--- config.mk ---
export PLATFORM = sky130hd
export DESIGN_NAME = executeStage
export DESIGN_NICKNAME = d
export VERILOG_FILES = /design/src/logic/cpuPkg.sv /design/src/logic/executeStage.sv
export SDC_FILE = /design/constraint.sdc
export NUM_CORES = 1
export LEC_CHECK = 0
export ABC_AREA = 1
export BUFFER_PORTS_ARGS = -buffer_cell sky130_fd_sc_hd__buf_2
export CORE_MARGIN = 5
export CORE_UTILIZATION = 30
export DETAILED_ROUTE_END_ITERATION = 7
export PLACE_DENSITY = 0.58
export SKIP_LAST_GASP = 1
export SYNTH_ARGS = -nofsm -noshare
export SYNTH_HDL_FRONTEND = slang
export SYNTH_SLANG_ARGS = --single-unit
--- constraint.sdc ---
create_clock -name vclk -period 8.46
set_clock_uncertainty 0.1 [all_clocks]
set_input_delay 2.115 -clock vclk [all_inputs]
set_output_delay 2.115 -clock vclk [all_outputs]
set_load 0.05 [all_outputs]
--- src/logic/cpuPkg.sv ---
`default_nettype none

package cpuPkg;

  // datapath and address widths
  localparam int dataWidth = 16;
  localparam int regAddrWidth = 3;
  localparam int pcWidth = 8;

  // memory depths in words
  localparam int imemDepth = 256;
  localparam int dmemDepth = 256;

  // five-bit opcode field, unused codes behave as NOP
  typedef enum logic [4:0] {
    opNop = 5'd0,
    opHlt = 5'd1,
    opMov = 5'd2,
    opAdd = 5'd3,
    opSub = 5'd4,
    opAnd = 5'd5,
    opOr  = 5'd6,
    opNot = 5'd7,
    opShl = 5'd8,
    opShr = 5'd9,
    opLdi = 5'd10,
    opIn  = 5'd11,
    opOut = 5'd12,
    opLd  = 5'd13,
    opSt  = 5'd14
  } opcode_t;

  // operand source in execute
  typedef enum logic [1:0] {
    none      = 2'd0,
    fromExMem = 2'd1,
    fromMemWb = 2'd2
  } fwdSel_t;

  // register format and immediate format over one word
  // shift count sits in imm[3:0], rs1 still in the upper imm bits
  typedef union packed {
    struct packed {
      opcode_t                 opcode;
      logic [regAddrWidth-1:0] rd;
      logic [regAddrWidth-1:0] rs1;
      logic [regAddrWidth-1:0] rs2;
      logic [1:0]              unused;
    } rType;
    struct packed {
      opcode_t                 opcode;
      logic [regAddrWidth-1:0] rd;
      logic [7:0]              imm;
    } iType;
  } instrWord_t;

endpackage

`default_nettype wire

--- src/logic/executeStage.sv ---
`timescale 1ns/1ps
`default_nettype none

module executeStage
  import cpuPkg::*;
(
  input  logic [dataWidth-1:0] opA,
  input  logic [dataWidth-1:0] opB,
  input  logic [dataWidth-1:0] immValue,
  input  logic                 useImm,
  input  opcode_t              aluOp,
  input  logic [dataWidth-1:0] inputPort,
  input  logic                 portIn,
  input  fwdSel_t              fwdA,
  input  fwdSel_t              fwdB,
  input  logic [dataWidth-1:0] exMemValue,
  input  logic [dataWidth-1:0] memWbValue,
  output logic [dataWidth-1:0] aluResult,
  output logic [dataWidth-1:0] storeData
);

  // operands after forwarding
  logic [dataWidth-1:0] srcA;
  logic [dataWidth-1:0] srcB;
  // second ALU input, register or immediate
  logic [dataWidth-1:0] operandB;
  // ALU output before the port override
  logic [dataWidth-1:0] result;

  // forwarding mux for rs1
  always_comb
  begin
    case (fwdA)
      fromExMem: srcA = exMemValue;
      fromMemWb: srcA = memWbValue;
      default:   srcA = opA;
    endcase
  end

  // forwarding mux for rs2
  always_comb
  begin
    case (fwdB)
      fromExMem: srcB = exMemValue;
      fromMemWb: srcB = memWbValue;
      default:   srcB = opB;
    endcase
  end

  assign operandB = useImm ? immValue : srcB;

  // store data always the forwarded rs2
  assign storeData = srcB;

  always_comb
  begin
    case (aluOp)
      opAdd: result = srcA + operandB;
      opSub: result = srcA - operandB;
      opAnd: result = srcA & operandB;
      opOr:  result = srcA | operandB;
      opNot: result = ~srcA;
      // logical shifts by imm[3:0]
      opShl: result = srcA << operandB[3:0];
      opShr: result = srcA >> operandB[3:0];
      opLdi: result = operandB;
      // MOV, OUT, and the LD/ST address all pass rs1
      default: result = srcA;
    endcase
  end

  // IN takes the port value in place of the ALU
  assign aluResult = portIn ? inputPort : result;

endmodule

`default_nettype wire

Word level (Yosys, flattened, before mapping). Cells that the tools add are included.

Eq/ne operators: 12. Add/subtract/negate cells: 2. Shift-type cells: 2. Bitwise logic cells: 3. Muxes and demuxes: 5.

Operator list (number): $pmux 16 s8 (1); $pmux 16 s2 (2); $mux 16 (2); $eq 5x3->1 const B (4); $add 16x16->16 (1); $and 16x16->16 (1); $not 16->16 (1); $or 16x16->16 (1); $shl 16x4->16 (1); $shr 16x4->16 (1); $sub 16x16->16 (1); $eq 5x4->1 const B (3); $eq 5x2->1 const B (1); $eq 2x1->1 const B (2); $eq 2x2->1 const B (2).

Output and inout port bits: 32. Input bits: 107. Register bits after elaboration: 0.

Longest topological paths before layout.
Word-level depth: 6. Mapped depth: 30. Gate-level depth less buffers: 28.

Worst setup path after synthesis. Ideal clock, no wire load.

Path type: input to output. Start point: input fwdB[0]. End point: output aluResult[12]. Buffers on the path: 3. Stages on the path: 27. Arrival time: 5.518 ns. Slack: 0.727 ns. Cell sequence: inv_1 > ha_1 > buf_6 > inv_4 > buf_6 > nand2_1 > nand3_1 > nand2_2 > buf_2 > ha_1 > inv_1 > nor2_4 > nand2_1 > nor2_2 > nand2_1 > nand2_1 > xor2_1 > ha_1 > nand2_1 > nor2_1 > nand3_1 > nand3_1 > a21oi_1 > o21ai_0 > nand3_1 > nor2_1 > o21ai_1.

Word-level cells in the longest chain between the ends: 6. Elaborated cells between the ends (all ways): 12. Classes of those cells: add/sub (2); eq/ne (2); shift (2); mux (4); bitwise (2).

RTL lines: from (decl) (line executeStage.sv:15) `input fwdSel_t fwdB,`; $eq 2x2->1 or $eq 2x1->1 (tied branches) (line executeStage.sv:43) `case (fwdB)`; $pmux 16 s2 * (line executeStage.sv:43); $mux 16 * (line executeStage.sv:50) `assign operandB = useImm ? immValue : srcB;`; $sub 16x16->16 (tied with other cells) (line executeStage.sv:59) `opSub: result = srcA - operandB;`; $pmux 16 s8 * (line executeStage.sv:57) `case (aluOp)`; $mux 16 * (line executeStage.sv:73) `assign aluResult = portIn ? inputPort : result;`; to (decl) (line executeStage.sv:18) `output logic [dataWidth-1:0] aluResult,`.

Every way passes the cells marked *; elsewhere a longest branch is shown, timed or not.

Worst setup path in the final report.
Start point: input fwdB[0]. End point: output aluResult[15].

Same word-level chain as after synthesis.

==> metrics.txt <==
status=complete, no violations; critical-path maximum fanout=18; Filler Cells Inserted=1763; sequential cell count=0; Via-to-Cell Ratio=5.44; busiest grt layer=met2; vias in the first global route=6365; Crit Path Category=input pin to output port; Mapped Cells=933; core footprint=15200 sq um; final worst-path cycle share=95.2%; GR Overflow Total=0; power consumption=591 uW; synth unique cells=47; Mean Syn Cell Area=4.99 sq um; Yosys warning count=0; largest net degree at the start of global routing=34; die area=18100 sq um; sequential cell area=0 sq um; residual DRC count=0; Vias=6757; first-pass GRT wire length=32.7 mm; RSZ-0062 raised after global routing=false; FP Rows=45; GRT met1 Usage=27.0%; post-CTS setup repair buffer count=0; Synth Net Count=1067; area delta synth->final=18.1%; Slew Limit Fails=0; Power Density=107 nW/um^2; top area cells in the synthesized netlist=nand2_1, nand3_1, ha_1; gp weighted congestion=0.955; detailed router's first-iteration violation count=698; initial antenna violation count=0; Worst slew margin=42.1%; Post-Syn Area=4660 sq um; Max-cap violations=0; Final Setup Violations=0; gr usage total=22.1%; cts hold-fix bufs=0; M3 GR Usage=2.57%; Clock buffer cells=0; min-delay worst type=input pin to output port; area leader, netlist=nand2_1; DR pass1 iterations=6; Ports=139; die height=135 um; Initial Util=30.7%; Crit. End Element=output port; Peak VDD IR=0.0280 mV; commonest non-fill, non-tap cell in the layout=nand2_1; ANT nets after route=0; Resize count post-CTS=0; nets=1189; Worst Tran Pin Value=0.862 ns; met2 global-route usage=38.6%; post-DP HPWL=17.0 mm; area share of the largest cell type after synthesis=26.7%; Fmax=124 MHz; Final Hold Viols=0; routed len/inst=16.9 um; LEAKAGE=2.99 nW; CP arrival=5.84 ns; antenna cells=0; Port-buffer cells=139; layout cells sized above 1=21.3%; Critical Path RT=6.25 ns; setup TNS=0 ns; Min Hold Slack=4.52 ns; DRT Wirelength=21.0 mm; CP Launch Type=input pin; most frequent cells in the layout=nand2_1, nand3_1, buf_2; crit path time final=8.06 ns; die width=135 um; post-synthesis sequential area ratio=0%
## cell families (layout without fill, tap and decap cells)
| logic type | count (synthesis) | after routing | share of synthesized area (%) |
|---|---|---|---|
| AND/OR/NAND/NOR | 601 | 601 | 58.4 |
| XOR/XNOR | 14 | 14 | 2.63 |
| buffers and inverters | 135 | 255 | 13.3 |
| adder cells (fa/ha/maj) | 27 | 27 | 7.41 |
| AO/OA/AOI/OAI | 156 | 156 | 18.3 |
## synthesized netlist by cell type (4+ instances only)
master	instances
a21oi_1	55
and2_1	8
buf_2	21
buf_4	4
buf_6	9
clkbuf_1	6
ha_1	26
inv_1	74
inv_2	16
nand2_1	332
nand2_2	12
nand3_1	152
nand3_2	9
nand4_1	4
nor2_1	40
nor2_2	5
nor3_1	5
o211ai_1	11
o21ai_0	43
o21ai_1	31
or2_1	12
or2_2	7
xnor2_1	4
xor2_1	10
## power by group
group	switching (mW)	internal (mW)	total (mW)	leakage (nW)
logic	0.408	0.184	0.591	2.99
clock network	0	0	0	0
registers	0	0	0	0
## path summary, 6_finish.rpt
path | start | end | cells past startpoint
worst max-delay path | fwdB[0] | aluResult[15] | 27
worst min-delay path | inputPort[2] | aluResult[2] | 4
## layer usage
metal | vias up | part of all wire (%)
li1 | 3316 | -
met2 | 347 | 47
met5 | - | 0
met1 | 3022 | 40
met4 | 0 | 5.5
met3 | 72 | 7.6
## through the flow
step / setup WS [ns] / std cells / area (sq um) / util (%)
6_report: 0.403 / 1241 / 5500 / 36.2
5_1_grt: 0.0145 / 1241 / 5500 / 36.2
4_1_cts: 0.280 / 1241 / 5500 / 36.2
3_5_place_dp: 0.291 / 1241 / 5500 / 36.2
3_3_place_gp: 0.377 / 1241 / 5500 / 36.2
2_1_floorplan: 0.727 / 933 / 4660 / -
## critical path, cell delays in order
cell and delay (ns):
buf_2 0.09, inv_1 0.04, ha_2 0.44, inv_4 0.13, buf_4 0.19, or2_0 0.20, nand3_1 0.08, nand2_1 0.14
nor2_4 0.13, nand2_2 0.07, nor2_2 0.12, nor2_1 0.06, xnor2_1 0.14, ha_1 0.37, a21oi_1 0.17, o21a_1 0.15
nand3_1 0.11, nand2_1 0.10, nand2_1 0.07, a21oi_1 0.23, inv_1 0.07, nand2_1 0.07, nand3_1 0.09, nand2_1 0.09
nand2_1 0.05, nand2_1 0.08, clkbuf_4 0.24
## layout make-up
cell class | count | area [sq um] | area share [%]
Inverter | 92 | 350 | 6.37
Multi-Input combinational cell | 798 | 4040 | 73.4
Tap cell | 188 | 235 | 4.27
Timing Repair Buffer | 163 | 878 | 16.0
No activity file was read; power rests on OpenSTA's default activity.
