--- config.mk ---
export PLATFORM = sky130hd
export DESIGN_NAME = decodeStage
export DESIGN_NICKNAME = d
export VERILOG_FILES = /design/src/logic/cpuPkg.sv /design/src/logic/decodeStage.sv
export SDC_FILE = /design/constraint.sdc
export NUM_CORES = 1
export LEC_CHECK = 0
export BUFFER_PORTS_ARGS = -buffer_cell sky130_fd_sc_hd__buf_4
export CORE_MARGIN = 10
export CORE_UTILIZATION = 63
export DETAILED_ROUTE_END_ITERATION = 8
export GPL_TIMING_DRIVEN = 0
export HOLD_SLACK_MARGIN = 0.02
export MAX_ROUTING_LAYER = met4
export PLACE_DENSITY = 0.84
export RECOVER_POWER = 50
export SLEW_MARGIN = 20
export SYNTH_ARGS = -nofsm -noshare
export SYNTH_HDL_FRONTEND = slang
export SYNTH_SLANG_ARGS = --single-unit
export TNS_END_PERCENT = 30
--- constraint.sdc ---
create_clock -name clk -period 9.6 [get_ports clk]
set_input_delay 0.48 -clock clk [delete_from_list [all_inputs] [get_ports clk]]
set_output_delay 0.48 -clock clk [all_outputs]
set_load 0.005 [all_outputs]
--- src/logic/cpuPkg.sv ---
`default_nettype none

package cpuPkg;

  // datapath and address widths
  localparam int dataWidth = 16;
  localparam int regAddrWidth = 3;
  localparam int pcWidth = 8;

  // memory depths in words
  localparam int imemDepth = 256;
  localparam int dmemDepth = 256;

  // five-bit opcode field, unused codes behave as NOP
  typedef enum logic [4:0] {
    opNop = 5'd0,
    opHlt = 5'd1,
    opMov = 5'd2,
    opAdd = 5'd3,
    opSub = 5'd4,
    opAnd = 5'd5,
    opOr  = 5'd6,
    opNot = 5'd7,
    opShl = 5'd8,
    opShr = 5'd9,
    opLdi = 5'd10,
    opIn  = 5'd11,
    opOut = 5'd12,
    opLd  = 5'd13,
    opSt  = 5'd14
  } opcode_t;

  // operand source in execute
  typedef enum logic [1:0] {
    none      = 2'd0,
    fromExMem = 2'd1,
    fromMemWb = 2'd2
  } fwdSel_t;

  // register format and immediate format over one word
  // shift count sits in imm[3:0], rs1 still in the upper imm bits
  typedef union packed {
    struct packed {
      opcode_t                 opcode;
      logic [regAddrWidth-1:0] rd;
      logic [regAddrWidth-1:0] rs1;
      logic [regAddrWidth-1:0] rs2;
      logic [1:0]              unused;
    } rType;
    struct packed {
      opcode_t                 opcode;
      logic [regAddrWidth-1:0] rd;
      logic [7:0]              imm;
    } iType;
  } instrWord_t;

endpackage

`default_nettype wire

--- src/logic/decodeStage.sv ---
`timescale 1ns/1ps
`default_nettype none

module decodeStage
  import cpuPkg::*;
(
  input  logic                    clk,
  input  logic                    rst,
  input  instrWord_t              instr,
  input  logic                    wbEnable,
  input  logic [regAddrWidth-1:0] wbAddr,
  input  logic [dataWidth-1:0]    wbData,
  output logic [regAddrWidth-1:0] rs1Addr,
  output logic [regAddrWidth-1:0] rs2Addr,
  output logic [regAddrWidth-1:0] rdAddr,
  output logic                    rs1Used,
  output logic                    rs2Used,
  output logic [dataWidth-1:0]    rs1Data,
  output logic [dataWidth-1:0]    rs2Data,
  output logic [dataWidth-1:0]    immValue,
  output opcode_t                 aluOp,
  output logic                    useImm,
  output logic                    regWrite,
  output logic                    memRead,
  output logic                    memWrite,
  output logic                    portIn,
  output logic                    portOut,
  output logic                    isHalt
);

  // eight general registers
  logic [dataWidth-1:0] regs [1 << regAddrWidth];

  // register fields from the register view, rd from the immediate view
  assign rs1Addr = instr.rType.rs1;
  assign rs2Addr = instr.rType.rs2;
  assign rdAddr  = instr.iType.rd;

  // sign-extended immediate, low nibble doubles as shift count
  assign immValue = {{(dataWidth - 8){instr.iType.imm[7]}}, instr.iType.imm};

  // opcode passes straight to execute
  assign aluOp = instr.rType.opcode;

  // control decode
  always_comb
  begin
    rs1Used  = 1'b0;
    rs2Used  = 1'b0;
    useImm   = 1'b0;
    regWrite = 1'b0;
    memRead  = 1'b0;
    memWrite = 1'b0;
    portIn   = 1'b0;
    portOut  = 1'b0;
    isHalt   = 1'b0;
    case (instr.rType.opcode)
      opHlt: isHalt = 1'b1;
      opMov, opNot:
      begin
        rs1Used  = 1'b1;
        regWrite = 1'b1;
      end
      opAdd, opSub, opAnd, opOr:
      begin
        rs1Used  = 1'b1;
        rs2Used  = 1'b1;
        regWrite = 1'b1;
      end
      // shift count comes from the immediate
      opShl, opShr:
      begin
        rs1Used  = 1'b1;
        useImm   = 1'b1;
        regWrite = 1'b1;
      end
      opLdi:
      begin
        useImm   = 1'b1;
        regWrite = 1'b1;
      end
      opIn:
      begin
        portIn   = 1'b1;
        regWrite = 1'b1;
      end
      opOut:
      begin
        rs1Used = 1'b1;
        portOut = 1'b1;
      end
      // rs1 holds the address
      opLd:
      begin
        rs1Used  = 1'b1;
        memRead  = 1'b1;
        regWrite = 1'b1;
      end
      opSt:
      begin
        rs1Used  = 1'b1;
        rs2Used  = 1'b1;
        memWrite = 1'b1;
      end
      default: ;
    endcase
  end

  // register file write from MEM/WB
  always_ff @(posedge clk or posedge rst)
  begin
    if (rst)
    begin
      for (int i = 0; i < (1 << regAddrWidth); i++)
      begin
        regs[i] <= '0;
      end
    end
    else if (wbEnable)
    begin
      regs[wbAddr] <= wbData;
    end
  end

  // same-cycle write passes through to the reads
  assign rs1Data = (wbEnable && wbAddr == rs1Addr) ? wbData : regs[rs1Addr];
  assign rs2Data = (wbEnable && wbAddr == rs2Addr) ? wbData : regs[rs2Addr];

endmodule

`default_nettype wire

## After elaboration in Yosys (flattened, before gate mapping)

Cells that the tools add are included.

- Output and inout bits: 71
- Flip-flop bits (word level): 128
- Input port bits: 38
- Word-level logic and storage cells: 58

- Bitwise operators: 3
- Mux-type cells: 20
- Reductions and logical operators: 7
- Equality and inequality tests: 16
- Order comparisons: 4

Operators by type and width:

| kind | count |
|---|---|
| bitwise mux 128 bit | 1 |
| 2-to-1 mux 16 bit | 7 |
| binary-select mux 16 bit (select 3 bit) | 2 |
| demux 16 bit (select 3 bit) | 1 |
| == test 5 x 4 -> 1 bit (second input constant) | 7 |
| OR reduction 11 bit | 2 |
| == test 5 x 3 -> 1 bit (second input constant) | 4 |
| >= comparator 4 bit (second input constant) | 3 |
| inverter 3 -> 4 bit | 3 |
| == test 5 x 2 -> 1 bit (second input constant) | 2 |
| 2-to-1 mux 1 bit | 9 |
| == test 3 bit | 2 |
| == test 5 x 1 -> 1 bit (second input constant) | 1 |
| OR reduction 5 bit | 1 |
| less-than comparator 4 x 1 -> 1 bit (second input constant) | 1 |
| logical AND 1 bit | 3 |
| OR reduction 3 bit | 1 |

## Logic depth before layout (Yosys ltp)

- Depth after elaboration: 6
- Depth in mapped cells: 6
- Depth with buffers taken out: 3

## Worst setup path after synthesis

No wires, ideal clock.

- Kind: input port to output port
- Start: in instr[6] (netlist bit)
- End: out rs1Data[10]
- Data required time: 9.120 ns
- Cell stages on the path: 5
- Path slack: 7.297 ns
- Arrival time: 1.823 ns
- Buffers on the path: 2
- Cell sequence: buf_2 > clkbuf_1 > mux4_2 > mux2_2 > mux2_4

- Longest elaborated chain between the ends: 5
- Elaborated cells on any way between the ends: 7
- Those cells by class: eq/ne (1); mux (4); bitwise (1); reduce/logical (1)

Ends and longest elaborated chain:

| what | line | text |
|---|---|---|
| start, declared | decodeStage.sv:9 | `input instrWord_t instr,` |
| inverter 3 -> 4 bit (implied by the code) | decodeStage.sv:126 | `assign rs1Data = (wbEnable && wbAddr == rs1Addr) ? wbData : regs[rs1Addr];` |
| binary-select mux 16 bit (select 3 bit) | decodeStage.sv:126 |  |
| 2-to-1 mux 16 bit (implied by the code) (2 in a row) | decodeStage.sv:126 |  |
| 2-to-1 mux 16 bit * | decodeStage.sv:126 |  |
| end, declared | decodeStage.sv:18 | `output logic [dataWidth-1:0] rs1Data,` |

Mark *: on every way between the ends. The rest lies on a longest branch, timed or not. The select of a mux whose other input is x is not followed.

## Final worst setup path

- Start: in instr[3] (netlist bit)
- End: out rs2Data[7]

- Longest elaborated chain between the ends: 5
- Elaborated cells on any way between the ends: 7
- Those cells by class: eq/ne (1); mux (4); bitwise (1); reduce/logical (1)

Ends and longest elaborated chain:

| what | line | text |
|---|---|---|
| inverter 3 -> 4 bit (implied by the code) | decodeStage.sv:127 | `assign rs2Data = (wbEnable && wbAddr == rs2Addr) ? wbData : regs[rs2Addr];` |
| binary-select mux 16 bit (select 3 bit) | decodeStage.sv:127 |  |
| 2-to-1 mux 16 bit (implied by the code) (2 in a row) | decodeStage.sv:127 |  |
| 2-to-1 mux 16 bit * | decodeStage.sv:127 |  |
| end, declared | decodeStage.sv:19 | `output logic [dataWidth-1:0] rs2Data,` |

Marked as above.

==> impl_metrics.env <==
export IMPL_ir_drop_v=0.000154
export IMPL_yosysWarnings=0
export IMPL_p_per_area_mw_per_mm2=204
export IMPL_rsz0062_at_grt="no"
export IMPL_critPathKind="in -> out"
export IMPL_synthXorXnorAreaFrac_pct=0.668
export IMPL_fmax_mhz=339
export IMPL_p_int_mw=1.39
export IMPL_drc=0
export IMPL_viasPerCell=6.31
export IMPL_yosys_area_share_simple_pct=2.26
export IMPL_tns_ns=0
export IMPL_areaGrowthSynthToFinish_pct=17.2
export IMPL_drt_wl_total_mm=20.3
export IMPL_synthMuxAreaShare_pct=49.0
export IMPL_synthTopCellsByCount="mux2_2 (172), dfrtp_1 (128), mux4_1 (48)"
export IMPL_core_rowCount=40
export IMPL_required_ns=9.12
export IMPL_post_cts_buffers=0
export IMPL_clock_latency_ns=0.42
export IMPL_hold_class="reg -> reg"
export IMPL_cts_tree="yes"
export IMPL_clkPwrFrac_pct=32.4
export IMPL_gr_total_overflow=0
export IMPL_worst_pin_slew_ns=2.09
export IMPL_ys_types=27
export IMPL_synth_nets=541
export IMPL_yosysTopAreaCell="dfrtp_1"
export IMPL_skew_ns=0
export IMPL_ios=109
export IMPL_hold_buffers=0
export IMPL_gp_congestion=0.821
export IMPL_die_h_um=132
export IMPL_netlist_area_leader_share_pct=40.7
export IMPL_clk_pin_slew_ns=0.05
export IMPL_layout_drive_gt1_share_pct=60.4
export IMPL_pwr_share_seq_pct=39.8
export IMPL_cts_root_buf="clkbuf_16"
export IMPL_fin_crit_ns=2.95
export IMPL_die_w_um=132
export IMPL_top_layer="met4"
export IMPL_synth_area_mm2=0.00787
export IMPL_yosysMostFrequentCell="mux2_2"
export IMPL_swShare_pct=26.2
export IMPL_wl_per_cell_um=25.9
export IMPL_htree_levels=4
export IMPL_synth_edff_count=0
export IMPL_grt_max_degree=85
export IMPL_die_area_mm2=0.0174
export IMPL_crit_arrival_ns=2.47
export IMPL_grt_usage_pct=24.2
export IMPL_initial_core_util_pct=65.0
export IMPL_nets=638
export IMPL_status="complete, but fails checks"
export IMPL_ys_ff_latch=128
export IMPL_yosys_top_cells_area="dfrtp_1 (41%), mux2_2 (25%), mux4_1 (16%), mux4_2 (4.6%), mux2_4 (3.8%)"
export IMPL_synth_top_family_by_area="multiplexers"
export IMPL_wl_met1_mm=8.22
export IMPL_synth_seq_area_share_pct=40.7
export IMPL_violations="capacitance limit, slew limit"
export IMPL_relSlewSlack_pct=-40.4
export IMPL_hold_violations=0
export IMPL_firstDrtPassIters=4
export IMPL_vias=4948
export IMPL_drt_iter0_drc=376
export IMPL_slew_viol_final=45
export IMPL_reg_largest_list="regs (128)"
export IMPL_holdWs_ns=0.520
export IMPL_grt_pass1_wl_mm=31.7
export IMPL_switchingPower_mw=0.492
export IMPL_p_comb_share_pct=27.8
export IMPL_grt_pass1_vias=5500
export IMPL_synth_compound_area_share_pct=0.413
export IMPL_top_register="regs"
export IMPL_core_area_mm2=0.0121
export IMPL_portBuffers=77
export IMPL_leakagePower_nw=4.10
export IMPL_crit_fanout=10
export IMPL_antenna_found_initial=3
export IMPL_dr_wl_met2_mm=10.4
export IMPL_wl_met3_mm=1.31
export IMPL_finalCritPeriodShare_pct=30.7
export IMPL_cts_resized=0
export IMPL_clkSinkCount=128
export IMPL_setup_viol=0
export IMPL_detailed_place_hpwl_mm=13.5
export IMPL_antenna_left=0
export IMPL_start_kind="input port"
export IMPL_synthAdderAreaFrac_pct=0
export IMPL_cts_buffers=17
export IMPL_clock_path_buffers=2
export IMPL_netlist_instances=503
export IMPL_cp_end_kind="output pin"
export IMPL_async_flop_share_pct=100
export IMPL_finalPower_mw=1.88
export IMPL_ys_flop_type="dfrtp_1"
export IMPL_drv_cap=1
export IMPL_avgSynthCellArea_um2=15.6
export IMPL_largest_reg_flops=128
cells in the final DEF, fill, tap and decap left out, types with 2 or more instances in the layout:
| cell | Yosys | final |
|---|---|---|
| mux2_4 | 20 | 20 |
| nand4b_1 | 3 | 3 |
| nor2b_1 | 2 | 2 |
| buf_4 | 34 | 85 |
| buf_2 | 12 | 11 |
| clkbuf_4 | 0 | 20 |
| buf_1 | 16 | 16 |
| inv_1 | 3 | 2 |
| diode_2 | 0 | 3 |
| nor3_2 | 2 | 2 |
| buf_6 | 12 | 12 |
| nor3b_2 | 2 | 2 |
| nand2_1 | 2 | 2 |
| nand4_1 | 3 | 3 |
| nand2b_1 | 3 | 3 |
| clkinv_2 | 0 | 5 |
| nor3_1 | 3 | 3 |
| xnor2_1 | 6 | 6 |
| clkbuf_16 | 0 | 17 |
| dfrtp_1 | 128 | 128 |
| clkbuf_1 | 6 | 18 |
| mux4_1 | 48 | 48 |
| a21oi_1 | 2 | 2 |
| mux2_2 | 172 | 172 |
| nor4_1 | 3 | 3 |
| clkbuf_8 | 0 | 4 |
| mux4_2 | 16 | 16 |
power groups by stage:
stage               Sequential, mW  Combinational (mW)  Clock, mW
global route                 0.759               0.559      0.637
CTS                          0.742               0.528      0.612
detailed placement           0.749               0.521          0
global placement             0.730               0.498          0
floorplan                    0.716               0.372          0
finish                       0.747               0.522      0.609
stage by stage:
step                      instances  instance area (um2)  worst slack [ns]  utilization, %
final                           784                 9220              6.65            76.2
after floorplan                 503                 7870              5.71               -
after global placement          748                 8660              4.48            71.5
after global routing            784                 9220              6.56            76.2
after detailed placement        749                 8690              6.66            71.7
after CTS                       781                 9240              6.65            76.3
final timing paths:
check	from	endpoint	slack, ns	cells after the start
worst max register to register	regs[108]	regs[108]	8.78	1
worst max-delay path	instr[3]	rs2Data[7]	6.65	6
worst min-delay path	regs[82]	regs[82]	0.52	1
worst min register to register	regs[82]	regs[82]	0.52	1
min in group asynchronous	rst	regs[25]	0.62	2
max in group asynchronous	rst	regs[20]	7.87	3
per-layer routing:
layer	vias to the layer above	track usage [%]
met1	2605	28.8
met2	179	39.0
met5	-	-
met4	0	8.22
li1	2138	-
met3	26	6.59
critical path, stage by stage:
cell,delay (ns)
buf_2,0.20
clkbuf_1,0.64
mux4_1,0.44
mux2_2,0.30
mux2_4,0.27
buf_4,0.14
final cells by class:
type | count | area (um2)
buffer | 80 | 532
fill | 747 | 2890
multi-input combinational | 292 | 4120
sequential | 128 | 3200
antenna | 3 | 7.51
inverter | 3 | 12.5
timing repair buffer | 78 | 583
clock inverter | 6 | 55.1
tap | 168 | 210
clock buffer | 26 | 499
logic make-up (layout without fill, tap and decap cells):
logic type / count (synthesis) / after routing
AO/OA/AOI/OAI: 5 / 5
XOR/XNOR: 6 / 6
buffers and inverters: 83 / 193
flip-flops: 128 / 128
multiplexers: 256 / 256
other: 0 / 3
AND/OR/NAND/NOR: 25 / 25
Note: power is estimated with default switching activity, not from simulation.
