===== src/logic/cpuPkg.sv =====
`default_nettype none

package cpuPkg;

  // datapath and address widths
  localparam int dataWidth = 16;
  localparam int regAddrWidth = 3;
  localparam int pcWidth = 8;

  // memory depths in words
  localparam int imemDepth = 256;
  localparam int dmemDepth = 256;

  // five-bit opcode field, unused codes behave as NOP
  typedef enum logic [4:0] {
    opNop = 5'd0,
    opHlt = 5'd1,
    opMov = 5'd2,
    opAdd = 5'd3,
    opSub = 5'd4,
    opAnd = 5'd5,
    opOr  = 5'd6,
    opNot = 5'd7,
    opShl = 5'd8,
    opShr = 5'd9,
    opLdi = 5'd10,
    opIn  = 5'd11,
    opOut = 5'd12,
    opLd  = 5'd13,
    opSt  = 5'd14
  } opcode_t;

  // operand source in execute
  typedef enum logic [1:0] {
    none      = 2'd0,
    fromExMem = 2'd1,
    fromMemWb = 2'd2
  } fwdSel_t;

  // register format and immediate format over one word
  // shift count sits in imm[3:0], rs1 still in the upper imm bits
  typedef union packed {
    struct packed {
      opcode_t                 opcode;
      logic [regAddrWidth-1:0] rd;
      logic [regAddrWidth-1:0] rs1;
      logic [regAddrWidth-1:0] rs2;
      logic [1:0]              unused;
    } rType;
    struct packed {
      opcode_t                 opcode;
      logic [regAddrWidth-1:0] rd;
      logic [7:0]              imm;
    } iType;
  } instrWord_t;

endpackage

`default_nettype wire


===== src/logic/hazardUnit.sv =====
`timescale 1ns/1ps
`default_nettype none

module hazardUnit
  import cpuPkg::*;
(
  input  logic [regAddrWidth-1:0] rs1Addr,
  input  logic [regAddrWidth-1:0] rs2Addr,
  input  logic                    rs1Used,
  input  logic                    rs2Used,
  input  logic [regAddrWidth-1:0] exRs1,
  input  logic [regAddrWidth-1:0] exRs2,
  input  logic                    exMemRead,
  input  logic [regAddrWidth-1:0] exRd,
  input  logic                    exMemRegWrite,
  input  logic [regAddrWidth-1:0] exMemRd,
  input  logic                    memWbRegWrite,
  input  logic [regAddrWidth-1:0] memWbRd,
  output fwdSel_t                 fwdA,
  output fwdSel_t                 fwdB,
  output logic                    stall
);

  // newest producer wins
  function automatic fwdSel_t pickSource(input logic [regAddrWidth-1:0] src);
    if (exMemRegWrite && exMemRd == src)
      return fromExMem;
    else if (memWbRegWrite && memWbRd == src)
      return fromMemWb;
    else
      return none;
  endfunction

  assign fwdA = pickSource(exRs1);
  assign fwdB = pickSource(exRs2);

  // load in execute feeding a real read in decode
  assign stall = exMemRead &&
                 ((rs1Used && exRd == rs1Addr) || (rs2Used && exRd == rs2Addr));

endmodule

`default_nettype wire


===== config.mk =====
export PLATFORM = sky130hd
export DESIGN_NAME = hazardUnit
export DESIGN_NICKNAME = d
export VERILOG_FILES = /design/src/logic/cpuPkg.sv /design/src/logic/hazardUnit.sv
export SDC_FILE = /design/constraint.sdc
export NUM_CORES = 1
export LEC_CHECK = 0
export BUFFER_PORTS_ARGS = -buffer_cell sky130_fd_sc_hd__buf_4
export CAP_MARGIN = 25
export CORE_AREA = 3 3 40 42
export DETAILED_ROUTE_END_ITERATION = 10
export DIE_AREA = 0 0 43 45
export PLACE_DENSITY_LB_ADDON = 0.08
export SLEW_MARGIN = 20
export SYNTH_ARGS = -nofsm -noshare
export SYNTH_HDL_FRONTEND = slang
export SYNTH_SLANG_ARGS = --single-unit

===== constraint.sdc =====
create_clock -name vclk -period 0.8
set_clock_uncertainty 0.15 [all_clocks]
set_input_delay 0.12 -clock vclk [all_inputs]
set_output_delay 0.12 -clock vclk [all_outputs]
set_load 0.05 [all_outputs]

Yosys cells after proc, flatten, opt, wreduce, memory -nomap -nowiden
Index checks and enable logic that the tools add are counted.
W data, S select, Z words.
{ "totals": {"out_inout_bits": 5, "mem_bits_rw": 0, "mem_bits_ro": 0, "latchBits": 0, "inputBits": 26, "memories": 0, "elab_cells": 18, "ff_bits": 0} }
{ "op_classes": {"div": 0, "n_mul": 0, "order_cmp": 0, "bitwise_logic": 0, "n_eq_ne": 6, "muxes": 4, "n_shift": 0, "reduce_logical": 8, "add_sub_neg": 0} }
{ "op_table": {"columns": ["cell", "n"], "rows": [
  ["$eq A3 B3 Y1", 6],
  ["$mux W2", 4],
  ["$logic_and A1 B1 Y1", 7],
  ["$logic_or A1 B1 Y1", 1]
]} }

Longest topological paths before layout
Gate-level depths: netlist of the first run.
{ "logic_depth": {"ltp_word": 4, "ltp_mapped": 3, "depth_no_buf": 3} }

Worst setup path before layout of the first run
Ideal clock, no wire load.
{ "synth_path": {"path_kind": "input to output", "startpoint": "input port exRd[0]", "endpoint": "output port stall", "n_path_buf": 0, "path_slack_ns": -0.963, "path_stages": 3, "t_required_ns": 0.530, "arrival_ns": 1.493, "cell_sequence": "xnor2_1 > nand4_1 > a21boi_0"} }
{ "synth_via": {"elab_chain_cells": 4, "elab_cells_between_ends": 6, "cone_classes": "2 x eq/ne; 4 x reduce/logical"} }
{ "synth_lines": {"columns": ["element", "line", "rtl"], "rows": [
  ["from (decl)", "hazardUnit.sv:14", "input logic [regAddrWidth-1:0] exRd,"],
  ["$eq A3 B3 Y1", "hazardUnit.sv:39", "((rs1Used && exRd == rs1Addr) || (rs2Used && exRd == rs2Addr));"],
  ["$logic_and A1 B1 Y1", "hazardUnit.sv:39", null],
  ["$logic_or A1 B1 Y1 (*)", "hazardUnit.sv:39", null],
  ["$logic_and A1 B1 Y1 (*)", "hazardUnit.sv:38", "assign stall = exMemRead &&"],
  ["to (decl)", "hazardUnit.sv:21", "output logic stall"]
]} }
Mark *: on every way between the ends. The rest lies on a longest branch, timed or not.

Final worst setup path of the first run
{ "layout_path": {"startpoint": "input port exRd[2]", "endpoint": "output port stall"} }
Same word-level chain as after synthesis.

==> results of run 1 <==
## how the worst min path moves through the flow
stage                     cells after the start  slack, ps  endpoint  startpoint
after CTS                                     3        470     stall   exMemRead
final                                         3        470     stall   exMemRead
after detailed placement                      3        500     stall   exMemRead
after floorplan                               1        260     stall   exMemRead
after global routing                          3        480     stall   exMemRead
after global placement                        3        500     stall   exMemRead
## power by group through the flow
stage | sequential, uW | clock [uW] | combinational [uW]
floorplan | 0 | 0 | 173
global placement | 0 | 0 | 338
detailed placement | 0 | 0 | 338
CTS | 0 | 0 | 429
global route | 0 | 0 | 468
finish | 0 | 0 | 443
## cell families (layout without fill, tap and decap cells)
logic type | count (synthesis) | in the layout
XOR/XNOR | 18 | 18
AO/OA/AOI/OAI | 1 | 1
buffers and inverters | 0 | 31
AND/OR/NAND/NOR | 8 | 8
## per-layer routing
layer / vias up / wire, microns / track usage
met5: - / 0 / 0
met4: 0 / 0 / 0
met3: 0 / 102 / 0.0199
met2: 19 / 594 / 0.216
met1: 150 / 243 / 0.0938
li1: 161 / - / -
## what timing repair did
| action | in CTS | in global routing |
|---|---|---|
| gates resized for setup | 33 | 6 |
| gates cloned | 0 | 0 |
| endpoints found under the setup margin | 5 | 5 |
| pin swaps | 18 | 8 |
## layout make-up
type	count	area, sq um
well taps	15	18.8
multi-input cells	27	382
repair buffers	31	334
fillers	113	551
## synth_stat cells
library cell / number / area, sq um
and4_4: 2 / 22.5
a21boi_0: 1 / 7.51
xnor2_1: 18 / 158
nor2_2: 2 / 12.5
nand4_1: 4 / 25.0
## metrics by stage
stage | cell area (sq um) | cells | hold WS (ps) | utilization | total power, uW
floorplan | 292 | 27 | 261 | - | 173
global placement | 543 | 73 | 501 | 0.423 | 338
detailed placement | 543 | 73 | 501 | 0.423 | 338
CTS | 708 | 73 | 469 | 0.551 | 429
global route | 734 | 73 | 478 | 0.572 | 468
finish | 734 | 73 | 468 | 0.572 | 443
==> results by group, run 1 <==
Power
  – Sw frac: 0.380
  – LEAKAGE: 0.000346 uW
  – VDD IR max: 0.247 mV
  – Clock power share: 0
  – P_int: 275 uW
  – Combinational share of power: 1.000
  – Flop pwr share: 0
  – Pwr/cell area: 603 nW/um^2
  – Net Switching: 168 uW

Worst setup path
  – Critical path required time: 530 ps
  – Crit Path Class: in2out
  – Startpoint types: input pin
  – CP top delay family: buffers and inverters
  – CP cell instances: buf_4 > xnor2_2 > nand4_1 > a21boi_4 > buf_6
  – Max stage delay on crit path: 180 ps
  – CP Data Arrival Time: 880 ps
  – WP depth: 5
  – Slowest-stage cell, CP: a21boi_4
  – Critical path capture point: stall
  – Source of the critical timing path: exRd[2]
  – Critical path buffer and inverter count: 2
  – CP max FO: 2
  – Critical Path End Type: output port

Synth
  – Synth Area in XOR/XNOR: 0.700
  – Cells after synthesis: 27
  – Simple-gate area share of the yosys netlist: 0.267
  – Largest family of logic cells by synthesized area: XOR/XNOR gates
  – Post-synthesis adder-cell area fraction: 0
  – Average size of a mapped cell: 8.34 sq um
  – Number of synthesis warnings: 0
  – Synthesized cell area: 225 sq um
  – Compound-gate portion of the synthesized area: 0.0333
  – Mapped Nets: 53
  – Post-synthesis cell type count: 5
  – Register area share after synthesis: 0
  – Mux cell area share after synthesis: 0

Timing
  – Setup TNS: -1470 ps
  – Endpoints failing hold: 0
  – Setup ws final: -350 ps
  – Tcrit/Tclk final: 1.44
  – Slew Limit Fails: 0
  – Setup-failing EPs final: 5
  – RSZ-0062 raised after global routing: yes
  – Min Clock Period, post-route: 1150 ps
  – Slew headroom: 0.900
  – Peak Freq: 0.870 GHz
  – Least-Margin Pin Slew: 149 ps

Global routing
  – Vias in the first global route: 354
  – Largest net degree at the start of global routing: 3
  – Grt ovf: 0
  – Total GRT Usage: 0.0965
  – Antenna violations before repair: 0
  – Global-route wire length before repair: 1450 microns

Detailed routing
  – Drt first pass iters: 1
  – 1st-iter DRT viols: 0
  – Detail Route Antenna Nets: 0
  – Drt wl/cell: 12.9 microns
  – Vias per cell: 4.52
  – DRC: 0
  – DR vias: 330
  – Routed WL: 940 microns

Placement
  – PortBufs: 31
  – Pre-CTS WS: -386 ps
  – Hpwl dp: 785 microns
  – Placer congestion estimate: 0.577

Finish
  – Most frequent cells in the layout: xnor2_2 (18), buf_6 (15), buf_4 (10), buf_8 (6), nand4_1 (4)
  – Seq_cells: 0
  – Fraction of final layout cells sized beyond drive strength 1: 0.931
  – Clock buf count: 0
  – Storage cell area: 0 sq um
  – Antenna diodes: 0
  – Most common cell after layout, fill and taps aside: xnor2_2
  – Layout Nets: 86
  – Synthesis-to-layout area growth: 226%

Floorplan
  – Row count: 13
  – Die H: 45 microns
  – DIE AREA: 1940 sq um
  – Core area: 1280 sq um
  – Initial core utilization: 0.175
  – IO Count: 31
  – Die Span X: 43 microns

Clock network
  – Setup bufs post-CTS: 0
  – Post-CTS Hold Fix Bufs: 0

Outcome
  – Status: finished, violations left
  – Failing checks: setup timing

Job
  – Max Cap Violations: 0

Worst hold path
  – Worst hold path class: in2out
(Power assumes the default switching activity.)
==> inputs of run 2 (changes only) <==
--- a/config.mk
+++ b/config.mk
@@ -5,12 +5,13 @@
 export SDC_FILE = /design/constraint.sdc
 export NUM_CORES = 1
 export LEC_CHECK = 0
+export ABC_AREA = 1
 export BUFFER_PORTS_ARGS = -buffer_cell sky130_fd_sc_hd__buf_4
 export CAP_MARGIN = 25
 export CORE_AREA = 3 3 40 42
 export DETAILED_ROUTE_END_ITERATION = 10
 export DIE_AREA = 0 0 43 45
-export PLACE_DENSITY_LB_ADDON = 0.08
+export PLACE_DENSITY = 0.66
 export SLEW_MARGIN = 20
 export SYNTH_ARGS = -nofsm -noshare
 export SYNTH_HDL_FRONTEND = slang
==> constraint.sdc (replaced) <==
create_clock -name vclk -period 1.5
set_clock_uncertainty 0.15 [all_clocks]
set_input_delay 0.225 -clock vclk [all_inputs]
set_output_delay 0.225 -clock vclk [all_outputs]
set_load 0.05 [all_outputs]
==> results by group, run 2 <==
Worst setup path
  – CP max FO: 3 (+1)
  – CP top delay family: simple AND/OR/NAND/NOR gates
  – CP Data Arrival Time: 1010 ps (+130 ps)
  – WP depth: 6 (+1)
  – CP cell instances: buf_4 > inv_1 > nand2_1 > nand3_1 > nor3_4 > buf_4
  – Critical path required time: 1120 ps (+590 ps)
  – Critical path buffer and inverter count: 3 (+1)
  – Worst path most repeated cell: buf_4
  – Critical Path End Type: output port
  – Startpoint types: input pin
  – Slowest-stage cell, CP: nor3_4
  – Max stage delay on crit path: 230 ps (+50 ps)
  – Crit Path Class: in2out

Floorplan
  – Die H: 45 microns (unchanged)
  – IO Count: 31 (unchanged)
  – Initial core utilization: 0.250 (+0.0750)
  – Row count: 13 (unchanged)
  – Die Span X: 43 microns (unchanged)
  – DIE AREA: 1940 sq um (unchanged)
  – Core area: 1280 sq um (unchanged)

Global routing
  – Vias in the first global route: 435 (+23%)
  – Antenna violations before repair: 0 (unchanged)
  – Met2 global-route usage: 0.216 (unchanged)
  – GRT busiest layer: met2
  – Met3 usage in global routing: 0.0120 (-0.00797)
  – Total GRT Usage: 0.101 (+0.00474)
  – Global-route wire length before repair: 1590 microns (+9.9%)
  – Grt ovf: 0 (unchanged)
  – Largest net degree at the start of global routing: 5 (+2)
  – Met1 usage: 0.112 (+0.0184)

Power
  – VDD IR max: 0.100 mV (-60%)
  – Pwr/cell area: 289 nW/um^2 (-52%)
  – LEAKAGE: 0.000364 uW (+5.1%)
  – Total chip power: 172 uW (-61%)

Detailed routing
  – Detail Route Antenna Nets: 0 (unchanged)
  – Vias per cell: 4.22 (-6.7%)
  – Drt first pass iters: 4 (+3)
  – Routed WL: 949 microns (+0.96%)
  – DRC: 0 (unchanged)
  – DR vias: 481 (+46%)
  – 1st-iter DRT viols: 5 (+5)
  – Drt wl/cell: 8.32 microns (-35%)

Placement
  – PortBufs: 31 (unchanged)
  – Pre-CTS WS: 109 ps (+495 ps)
  – Hpwl dp: 918 microns (+17%)
  – Cell Count Post-Placement: 114 (+56%)
  – Placer congestion estimate: 0.797 (+38%)

Synth
  – Register area share after synthesis: 0 (unchanged)
  – Synth top area cells: nand2_1 (32%), inv_1 (19%), nor2_1 (11%)
  – Most frequent cells after synthesis: nand2_1 (27), inv_1 (16), nor2_1 (9), xnor2_1 (3), xor2_1 (3)
  – Post-synth top area share: 0.315 (-0.385)
  – Synthesized cell area: 322 sq um (+43%)
  – Average size of a mapped cell: 4.73 sq um (-43%)
  – Count leader, synth: nand2_1
  – Cells after synthesis: 68 (+150%)
  – Number of synthesis warnings: 0 (unchanged)
  – Mapped Nets: 94 (+77%)
  – Synth area leader: nand2_1
  – Post-synthesis cell type count: 14 (+9)

Finish
  – Antenna diodes: 0 (unchanged)
  – Fraction of final layout cells sized beyond drive strength 1: 0.384 (-0.547)
  – Most frequent cells in the layout: buf_4 (31), nand2_1 (27), inv_1 (16), nor2_1 (7)
  – Layout Nets: 127 (+48%)
  – Storage cell area: 0 sq um (unchanged)
  – Non-filler instance count after layout: 114 (+56%)
  – Seq_cells: 0 (unchanged)
  – Most common cell after layout, fill and taps aside: buf_4
  – Synthesis-to-layout area growth: 84.8%
  – Clock buf count: 0 (unchanged)

Timing
  – Endpoints failing hold: 0 (unchanged)
  – Least-Margin Pin Slew: 243 ps (+93.6 ps)
  – Setup-failing EPs final: 0 (-5)
  – Min Clock Period, post-route: 1380 ps
  – Slew headroom: 0.838 (-0.0627)
  – Hold slack: 676 ps (+208 ps)
  – Setup ws final: 118 ps (+467 ps)
  – Setup TNS: 0 ps (+1470 ps)
  – Slew Limit Fails: 0 (unchanged)
  – Peak Freq: 0.723 GHz
  – RSZ-0062 raised after global routing: no
  – Tcrit/Tclk final: 0.922

Outcome
  – Status: finished clean

Clock network
  – Setup bufs post-CTS: 0 (unchanged)
  – Cts repair resizes: 0 (-100%)
  – Post-CTS Hold Fix Bufs: 0 (unchanged)

Job
  – Max Cap Violations: 0 (unchanged)

Worst hold path
  – Worst hold path class: in2out
  – WHS Path Cells: 4 (+1)
## run 2: area by class of cell
class / instances / area [sq um]
inverter: 16 / 60.1
tap: 15 / 18.8
timing repair buffer: 31 / 233
multi-input combinational: 52 / 283
fill: 155 / 691
## run 2: worst paths after layout
kind  startpoint  endpoint  slack, ps
max   exMemRd[1]   fwdA[0]        120
min    exMemRead     stall        680
## run 2: report_power, final
group | internal (uW) | switching (uW)
sequential | 0 | 0
combinational | 83.7 | 88.3
clock | 0 | 0
## run 2: logic make-up after synthesis
family	Yosys count	share of synthesized area
buf+inv	16	0.187
simple gates	41	0.525
compound gates	5	0.124
xor+xnor	6	0.163
## run 2: per-layer routing
metal	up-vias	routed length (microns)
met1	189	361
met5	-	0
met2	28	458
met4	0	0
met3	0	130
li1	264	-
## run 2: stage by stage
| step | cell area [sq um] | utilization |
|---|---|---|
| final | 594 | 0.463 |
| after detailed placement | 594 | 0.463 |
| after global placement | 594 | 0.463 |
| after floorplan | 343 | - |
| after CTS | 594 | 0.463 |
| after global routing | 594 | 0.463 |
